### src/hwpe_stream_pkg.sv
package hwpe_stream_pkg;

  // width of one stream word
  localparam int unsigned data_width = 32;

  // default buffer depth for the input and output fifos
  // fifo module accepts any depth of 4 or more
  localparam int unsigned fifo_depth = 8;

  // one beat on a valid/grant stream
  // data in the upper bits, end-of-job flag in bit 0
  typedef struct packed {
    // payload word
    logic [data_width-1:0] data;
    // final word of a job
    logic                  last;
  } stream_beat_t;

  // note: words entering the engine carry last as zero,
  // the scale stage fills it in from the beat counter

endpackage
### src/hwpe_ctrl_pkg.sv
package hwpe_ctrl_pkg;

  // width of a job length, in words
  localparam int unsigned len_width = 16;

  // width of the unsigned scale factor
  localparam int unsigned scale_width = 16;

  // job configuration, sampled on start
  typedef struct packed {
    // number of words in the job
    logic [len_width-1:0]                  len;
    // unsigned multiplier
    logic [scale_width-1:0]                scale;
    // added after the multiply, wraps mod 2^32
    logic [hwpe_stream_pkg::data_width-1:0] offset;
  } job_cfg_t;

endpackage

### src/hwpe_stream_engine.sv
`timescale 1ns/1ns

module hwpe_stream_engine (
  input  logic                                   clk,
  input  logic                                   rst_n,
  // control
  input  logic                                   start,
  input  hwpe_ctrl_pkg::job_cfg_t                cfg,
  output logic                                   busy,
  output logic                                   done,
  // input stream
  input  logic [hwpe_stream_pkg::data_width-1:0] in_data,
  input  logic                                   in_valid,
  output logic                                   in_grant,
  // output stream
  output hwpe_stream_pkg::stream_beat_t          out_beat,
  output logic                                   out_valid,
  input  logic                                   out_grant
);

  // incoming word as a beat, last filled in later
  hwpe_stream_pkg::stream_beat_t in_beat;
  // input fifo to stage
  hwpe_stream_pkg::stream_beat_t fifo_beat;
  logic                          fifo_valid;
  logic                          fifo_grant;
  // stage to output fifo
  hwpe_stream_pkg::stream_beat_t stage_beat;
  logic                          stage_valid;
  logic                          stage_grant;
  // control side
  hwpe_ctrl_pkg::job_cfg_t       job;
  logic                          take;
  logic                          in_last;
  logic                          exhausted;
  logic                          clear;
  logic                          enable;

  assign in_beat = '{data: in_data, last: 1'b0};

  hwpe_fifo_earlystall #(
    .depth (hwpe_stream_pkg::fifo_depth)
  ) in_fifo_i (
    .clk       (clk),
    .rst_n     (rst_n),
    .data_in   (in_beat),
    .valid_in  (in_valid),
    .grant_out (in_grant),
    .data_out  (fifo_beat),
    .valid_out (fifo_valid),
    .grant_in  (fifo_grant)
  );

  hwpe_scale_stage scale_i (
    .clk       (clk),
    .rst_n     (rst_n),
    .enable    (enable),
    .scale     (job.scale),
    .offset    (job.offset),
    .in_last   (in_last),
    .in_beat   (fifo_beat),
    .in_valid  (fifo_valid),
    .in_grant  (fifo_grant),
    .take      (take),
    .out_beat  (stage_beat),
    .out_valid (stage_valid),
    .out_grant (stage_grant)
  );

  hwpe_fifo_earlystall #(
    .depth (hwpe_stream_pkg::fifo_depth)
  ) out_fifo_i (
    .clk       (clk),
    .rst_n     (rst_n),
    .data_in   (stage_beat),
    .valid_in  (stage_valid),
    .grant_out (stage_grant),
    .data_out  (out_beat),
    .valid_out (out_valid),
    .grant_in  (out_grant)
  );

  hwpe_beat_counter counter_i (
    .clk       (clk),
    .rst_n     (rst_n),
    .clear     (clear),
    .take      (take),
    .len       (job.len),
    .in_last   (in_last),
    .exhausted (exhausted)
  );

  hwpe_job_fsm fsm_i (
    .clk       (clk),
    .rst_n     (rst_n),
    .start     (start),
    .cfg       (cfg),
    .exhausted (exhausted),
    .out_valid (out_valid),
    .out_grant (out_grant),
    .out_last  (out_beat.last),
    .job       (job),
    .clear     (clear),
    .enable    (enable),
    .busy      (busy),
    .done      (done)
  );

endmodule

### src/hwpe_job_fsm.sv
`timescale 1ns/1ns

module hwpe_job_fsm (
  input  logic                    clk,
  input  logic                    rst_n,
  input  logic                    start,
  input  hwpe_ctrl_pkg::job_cfg_t cfg,
  input  logic                    exhausted,
  // output stream watched for the final transfer
  input  logic                    out_valid,
  input  logic                    out_grant,
  input  logic                    out_last,
  output hwpe_ctrl_pkg::job_cfg_t job,
  output logic                    clear,
  output logic                    enable,
  output logic                    busy,
  output logic                    done
);

  typedef enum logic [1:0] {
    st_idle,
    st_run,
    st_done
  } job_state_t;

  job_state_t state, state_nxt;

  // last-marked beat leaves the engine
  logic out_fire_last;

  assign out_fire_last = out_valid & out_grant & out_last;

  // start only counts in idle
  assign clear = start & (state == st_idle);

  always_comb begin
    state_nxt = state;
    case (state)
      st_idle: begin
        if (start) begin
          // empty job skips straight to done
          state_nxt = (cfg.len == '0) ? st_done : st_run;
        end
      end
      st_run: begin
        if (out_fire_last) begin
          state_nxt = st_done;
        end
      end
      st_done: state_nxt = st_idle;
      default: state_nxt = st_idle;
    endcase
  end

  always_ff @(posedge clk or negedge rst_n) begin
    if (!rst_n) begin
      state <= st_idle;
    end else begin
      state <= state_nxt;
    end
  end

  // config held for the whole job
  always_ff @(posedge clk) begin
    if (clear) begin
      job <= cfg;
    end
  end

  assign busy   = (state == st_run);
  assign done   = (state == st_done);
  // gate the stage once len words are in
  assign enable = busy & ~exhausted;

  // a last beat leaves only in a running job with all its words taken
  assert property (@(posedge clk) disable iff (!rst_n)
    out_fire_last |-> (busy && exhausted))
    else $error("last beat left outside a running job or before the count was reached");

endmodule

### src/hwpe_beat_counter.sv
`timescale 1ns/1ns

module hwpe_beat_counter (
  input  logic                                clk,
  input  logic                                rst_n,
  input  logic                                clear,
  input  logic                                take,
  input  logic [hwpe_ctrl_pkg::len_width-1:0] len,
  output logic                                in_last,
  output logic                                exhausted
);

  // words taken so far in this job
  logic [hwpe_ctrl_pkg::len_width-1:0] count;

  // clear wins over take
  always_ff @(posedge clk or negedge rst_n) begin
    if (!rst_n) begin
      count <= '0;
    end else if (clear) begin
      count <= '0;
    end else if (take) begin
      count <= count + 1'b1;
    end
  end

  // next word taken is the final one
  // guard len zero, len - 1 would wrap
  assign in_last   = (len != '0) && (count == len - 1'b1);

  // job has all its words
  assign exhausted = (count >= len);

  // controller must close the stage gate once the count is reached
  assert property (@(posedge clk) disable iff (!rst_n)
    take |-> !exhausted)
    else $error("word taken beyond job length");

endmodule

### src/hwpe_scale_stage.sv
`timescale 1ns/1ns

module hwpe_scale_stage (
  input  logic                                    clk,
  input  logic                                    rst_n,
  input  logic                                    enable,
  input  logic [hwpe_ctrl_pkg::scale_width-1:0]   scale,
  input  logic [hwpe_stream_pkg::data_width-1:0]  offset,
  input  logic                                    in_last,
  input  hwpe_stream_pkg::stream_beat_t           in_beat,
  input  logic                                    in_valid,
  output logic                                    in_grant,
  output logic                                    take,
  output hwpe_stream_pkg::stream_beat_t           out_beat,
  output logic                                    out_valid,
  input  logic                                    out_grant
);

  localparam int unsigned dw = hwpe_stream_pkg::data_width;
  localparam int unsigned sw = hwpe_ctrl_pkg::scale_width;

  // full width product of data and scale
  logic [dw+sw-1:0] product;
  logic [dw-1:0]    result;

  assign product = in_beat.data * scale;
  // wraps mod 2^32
  assign result  = product[dw-1:0] + offset;

  // accept when enabled and register empty or draining
  assign in_grant = enable & (~out_valid | out_grant);
  assign take     = in_valid & in_grant;

  // valid flag
  always_ff @(posedge clk or negedge rst_n) begin
    if (!rst_n) begin
      out_valid <= 1'b0;
    end else if (take) begin
      out_valid <= 1'b1;
    end else if (out_grant) begin
      out_valid <= 1'b0;
    end
  end

  // payload with last from the beat counter
  always_ff @(posedge clk) begin
    if (take) begin
      out_beat.data <= result;
      out_beat.last <= in_last;
    end
  end

  // upstream beat must hold until this stage takes it
  assert property (@(posedge clk) disable iff (!rst_n)
    (in_valid && !in_grant) |=> (in_valid && $stable(in_beat)))
    else $error("stage input changed while stalled");

endmodule

### src/hwpe_fifo_earlystall.sv
`timescale 1ns/1ns

module hwpe_fifo_earlystall #(
  parameter int unsigned depth = hwpe_stream_pkg::fifo_depth
) (
  input  logic                          clk,
  input  logic                          rst_n,
  // push side
  input  hwpe_stream_pkg::stream_beat_t data_in,
  input  logic                          valid_in,
  output logic                          grant_out,
  // pop side
  output hwpe_stream_pkg::stream_beat_t data_out,
  output logic                          valid_out,
  input  logic                          grant_in
);

  localparam int unsigned addr_width = $clog2(depth);
  // pointers wrap after the highest slot
  localparam logic [addr_width-1:0] last_slot = addr_width'(depth - 1);
  // depth in occupancy width
  localparam logic [addr_width:0] depth_cnt = (addr_width + 1)'(depth);

  typedef enum logic [1:0] {
    st_empty,
    st_middle,
    st_full
  } fifo_state_t;

  fifo_state_t state, state_nxt;

  logic [addr_width-1:0] push_ptr;
  logic [addr_width-1:0] pop_ptr;
  // words held while in middle
  logic [addr_width:0]   used;
  logic                  push;
  logic                  pop;

  // word storage
  hwpe_stream_pkg::stream_beat_t mem [depth];

  // wrapping increment for any depth
  function automatic logic [addr_width-1:0] next_ptr(input logic [addr_width-1:0] ptr);
    if (ptr == last_slot) begin
      return '0;
    end
    return ptr + 1'b1;
  endfunction

  // occupancy from the pointer distance
  always_comb begin
    if (push_ptr > pop_ptr) begin
      used = {1'b0, push_ptr} - {1'b0, pop_ptr};
    end else begin
      used = depth_cnt - ({1'b0, pop_ptr} - {1'b0, push_ptr});
    end
  end

  // handshake outputs per state
  always_comb begin
    case (state)
      st_empty: begin
        valid_out = 1'b0;
        grant_out = 1'b1;
      end
      st_middle: begin
        valid_out = 1'b1;
        // two or more free slots grant regardless of the consumer
        // on the last free slot the grant follows the consumer
        grant_out = (used <= depth_cnt - 2'd2) ? 1'b1 : grant_in;
      end
      st_full: begin
        valid_out = 1'b1;
        // only room if a word leaves this cycle
        grant_out = grant_in;
      end
      default: begin
        valid_out = 1'b0;
        grant_out = 1'b0;
      end
    endcase
  end

  // real transfers only
  assign push = valid_in & grant_out;
  assign pop  = valid_out & grant_in;

  always_comb begin
    state_nxt = state;
    case (state)
      st_empty: begin
        if (push) begin
          state_nxt = st_middle;
        end
      end
      st_middle: begin
        if (push && !pop && next_ptr(push_ptr) == pop_ptr) begin
          state_nxt = st_full;
        end else if (pop && !push && next_ptr(pop_ptr) == push_ptr) begin
          state_nxt = st_empty;
        end
      end
      st_full: begin
        // push with pop keeps it full
        if (pop && !push) begin
          state_nxt = st_middle;
        end
      end
      default: state_nxt = st_empty;
    endcase
  end

  always_ff @(posedge clk or negedge rst_n) begin
    if (!rst_n) begin
      state    <= st_empty;
      push_ptr <= '0;
      pop_ptr  <= '0;
    end else begin
      state <= state_nxt;
      if (push) begin
        push_ptr <= next_ptr(push_ptr);
      end
      if (pop) begin
        pop_ptr <= next_ptr(pop_ptr);
      end
    end
  end

  always_ff @(posedge clk) begin
    if (push) begin
      mem[push_ptr] <= data_in;
    end
  end

  // head of queue read straight from the pop slot
  assign data_out = mem[pop_ptr];

  // a push without a pop never lands on an occupied slot
  assert property (@(posedge clk) disable iff (!rst_n)
    (push && !pop && state != st_empty) |-> (push_ptr != pop_ptr))
    else $error("fifo pushed while full without a pop");

  // meeting pointers outside full mean an empty fifo offering nothing
  assert property (@(posedge clk) disable iff (!rst_n)
    (push_ptr == pop_ptr && state != st_full) |-> !valid_out)
    else $error("fifo offers a word while its pointers meet");

endmodule

### config.mk
export PLATFORM = sky130hd
export DESIGN_NAME = hwpe_stream_engine
export DESIGN_NICKNAME = d
export VERILOG_FILES = /design/src/hwpe_stream_pkg.sv /design/src/hwpe_ctrl_pkg.sv /design/src/hwpe_stream_engine.sv /design/src/hwpe_job_fsm.sv /design/src/hwpe_beat_counter.sv /design/src/hwpe_scale_stage.sv /design/src/hwpe_fifo_earlystall.sv
export SDC_FILE = /design/constraint.sdc
export NUM_CORES = 2
export LEC_CHECK = 0
export CAP_MARGIN = 40
export CORE_MARGIN = 1
export CORE_UTILIZATION = 31
export CTS_BUF_LIST = sky130_fd_sc_hd__clkbuf_2
export CTS_CLUSTER_DIAMETER = 60
export CTS_CLUSTER_SIZE = 24
export DETAILED_ROUTE_END_ITERATION = 6
export DONT_BUFFER_PORTS = 1
export PLACE_DENSITY_LB_ADDON = 0.3
export SLEW_MARGIN = 10
export SYNTH_ARGS = -nofsm -noshare
export SYNTH_HDL_FRONTEND = slang
export SYNTH_SLANG_ARGS = --single-unit
### constraint.sdc
create_clock -name clk -period 8.8 [get_ports clk]
set_clock_uncertainty 0.15 [all_clocks]
set_input_delay 2.2 -clock clk [delete_from_list [all_inputs] [get_ports clk]]
set_output_delay 2.2 -clock clk [all_outputs]
set_load 0.05 [all_outputs]
==> results.ini <==
[logic_synthesis]
synth_edf_count=617
synth_cell_type_count=70
yosysSeqAreaShare_pct=50.81
synth_area_leaders=edfxtp_1 (49%), fa_1 (18%), mux4_2 (7.5%), inv_1 (4.7%), nand2_1 (4.6%)
synth_area_um2=38190
synth_top_flop_cell=edfxtp_1
async_flop_share_pct=5.368
synth.net_count=3403
netlist_instances=2855
yosys.area.top_type=edfxtp_1
ys_warn_count=0
synth_seq_cells=652
synth_top_area_share_pct=48.52
syn_avg_cell_area_um2=13.38

[global_routing]
grt.total_usage_pct=14.78
overflow=0
antenna_found_initial=24
grt_pass1_vias=22400
grt_first_pass_wirelength_um=140100
grt_start_max_net_pins=39

[clocking]
cts.clk_slew.worst_paths_ns=0.38
holdBufCountCts=0
insertion_delay_ns=1.31
cts_setup_buffers=0
root_buffer=clkbuf_2
numCtsBuffers=55
cts.path.max_buffers=3
h-tree-depth=2
ctsResizeCount=0
cts_tree=done
clock_sinks=652

[routing]
drt-initial-drc-count=1322
wl_um=90890
wl_per_cell_um=19.99
avgViaCountPerCell=4.649
drtAntennaViolNets=0
remaining_drc_errors=0
firstDrtPassIters=7
route.vias.total=21140

[cells_and_area]
layout-drive-gt1-share_pct=11.53
filler_cell_count=12000
multi_input_area_um2=16620
syn_to_final_growth_pct=9.115
mostFrequentLayoutCells=edfxtp_1 (617), inv_1 (478), nand2_1 (472)
fin_area_um2=41670
layout.nets=3416
ff_latch_area_um2=19410
layout_commonest_cell=edfxtp_1

[timing]
finalCriticalPeriod_ns=8.094
hold_viol_final=0
slew_headroom_pct=43.71
drv_slew=0
fmax_mhz=123.5
tightest_slew_ns=0.8443
setup_viol=0
fin_hold_ws_ns=0.3680
fin_crit_sh_pct=91.98
tns_ns=0
grt_setup_unrepaired=no

[critical_path]
crit_type=flip-flop to flip-flop
cp_cell_sequence=buf_12 > mux4_2 > nand2_1 > nand2_1 > and2_1 > fa_1 > fa_1 > fa_1 > fa_1 > fa_1 > inv_1 > fa_1 > inv_1 > ha_1 > a21o_1 > a21o_1 > a211o_1 > a221o_1 > a31o_1 > a21oi_1 > o21bai_1 > a21oi_1 > xnor2_1
crit_start=in_fifo_i.pop_ptr[0]$_DFFE_PN0P_
endpoint_kind=flip-flop
cp_slowest_cell=dfrtp_4
crit_required_ns=9.77
worstSetupStartpointType=flip-flop
cp_data_arrival_time_ns=9.06
path_buf_inv=3
rr_startpoint=in_fifo_i.pop_ptr[0]$_DFFE_PN0P_
crit_fanout=33
max_stage_delay_ns=0.95
crit_family=adder cells
path_common_cell=fa_1

[die]
die_w_um=353.0
die_h_um=353.0
dieArea_um2=124600
pin_count=138
core_um2=122000
fp-row-count=128
start_util_pct=31.29

[placement]
hpwlAfterDp_um=63760
place_area_um2=40460
portBuffers=0
gp_congestion=0.8014

[run]
maxCapViolations=0

[outcome]
outcome=finished clean

[worst_hold_path]
hp-class=primary input to asynchronous set/reset pin

-- cells by family (layout without fill, tap and decap cells) --
group / Yosys count / in the layout / share of synthesized area, %
AND/OR/NAND/NOR: 782 / 782 / 9.299
flip-flops: 652 / 652 / 50.81
buffers and inverters: 595 / 655 / 5.950
adder cells (fa/ha/maj): 447 / 447 / 21.29
AO/OA/AOI/OAI: 148 / 148 / 2.680
multiplexers: 142 / 142 / 7.893
XOR/XNOR: 89 / 89 / 2.077
other: 0 / 6 / 0
-- worst paths after layout --
kind / slack, ns / depth (start not counted) / to
max in group asynchronous: 7.94 / 0 / in_fifo_i.pop_ptr[2]$_DFFE_PN0P_
worst max-delay path: 0.71 / 23 / scale_i.out_beat[28]$_DFFE_PP_
worst max register to register: 0.71 / 23 / scale_i.out_beat[28]$_DFFE_PP_
worst min register to register: 0.41 / 1 / counter_i.count[15]$_DFFE_PN0P_
min in group clk: 0.41 / 1 / counter_i.count[15]$_DFFE_PN0P_
worst min-delay path: 0.37 / 0 / in_fifo_i.pop_ptr[0]$_DFFE_PN0P_
-- cell usage after synthesis, types with 35 or more instances --
master and n:
dfrtp_1 35, nor2_1 53, a21oi_1 38, inv_1 478
edfxtp_1 617, clkbuf_1 82, fa_1 338, ha_1 109
nand2_1 472, and2_1 127, xnor2_1 68, mux4_2 127
-- layer usage --
metal | wire length [um] | global-route usage, % | share of wire (%) | vias up
met5 | 63 | 0 | 0.069 | -
met4 | 1498 | 2.900 | 1.6 | 12
met3 | 4736 | 2.496 | 5.2 | 111
met2 | 43930 | 24.84 | 48 | 435
met1 | 40660 | 20.15 | 45 | 11020
li1 | - | - | - | 9559
-- flip-flops by register name, summed over array words and instances, names as in the netlist --
name                 flops
scale_i.out_beat        33
fsm_i.state              2
in_fifo_i.state          2
out_fifo_i.state         2
out_fifo_i.push_ptr      3
out_fifo_i.pop_ptr       3
in_fifo_i.push_ptr       3
scale_i.out_valid        1
fsm_i.job               64
in_fifo_i.pop_ptr        3
out_fifo_i.mem         264
in_fifo_i.mem          256
counter_i.count         16
-- layout make-up --
cell class / count / area share [%]
inverter: 484 / 4.366
sequential: 652 / 46.59
multi-input combinational: 1608 / 39.88
clock buffer: 55 / 0.6606
timing repair buffer: 67 / 1.381
antenna: 6 / 0.03603
tap: 1625 / 4.879
clock inverter: 49 / 2.204
-- metrics by stage --
| stage | util (%) | cells | setup WS, ns |
|---|---|---|---|
| 6_report | 34.14 | 4546 | 0.7056 |
| 3_5_place_dp | 33.15 | 4436 | 0.6564 |
| 3_3_place_gp | 33.08 | 4431 | 0.7136 |
| 2_1_floorplan | - | 2855 | 1.229 |
| 4_1_cts | 34.13 | 4540 | 0.6444 |
| 5_1_grt | 34.14 | 4543 | 0.1924 |
Power is left out: the tool's default activity adds up to more than one toggle a clock period on the data nets, which glitch-free logic cannot reach.
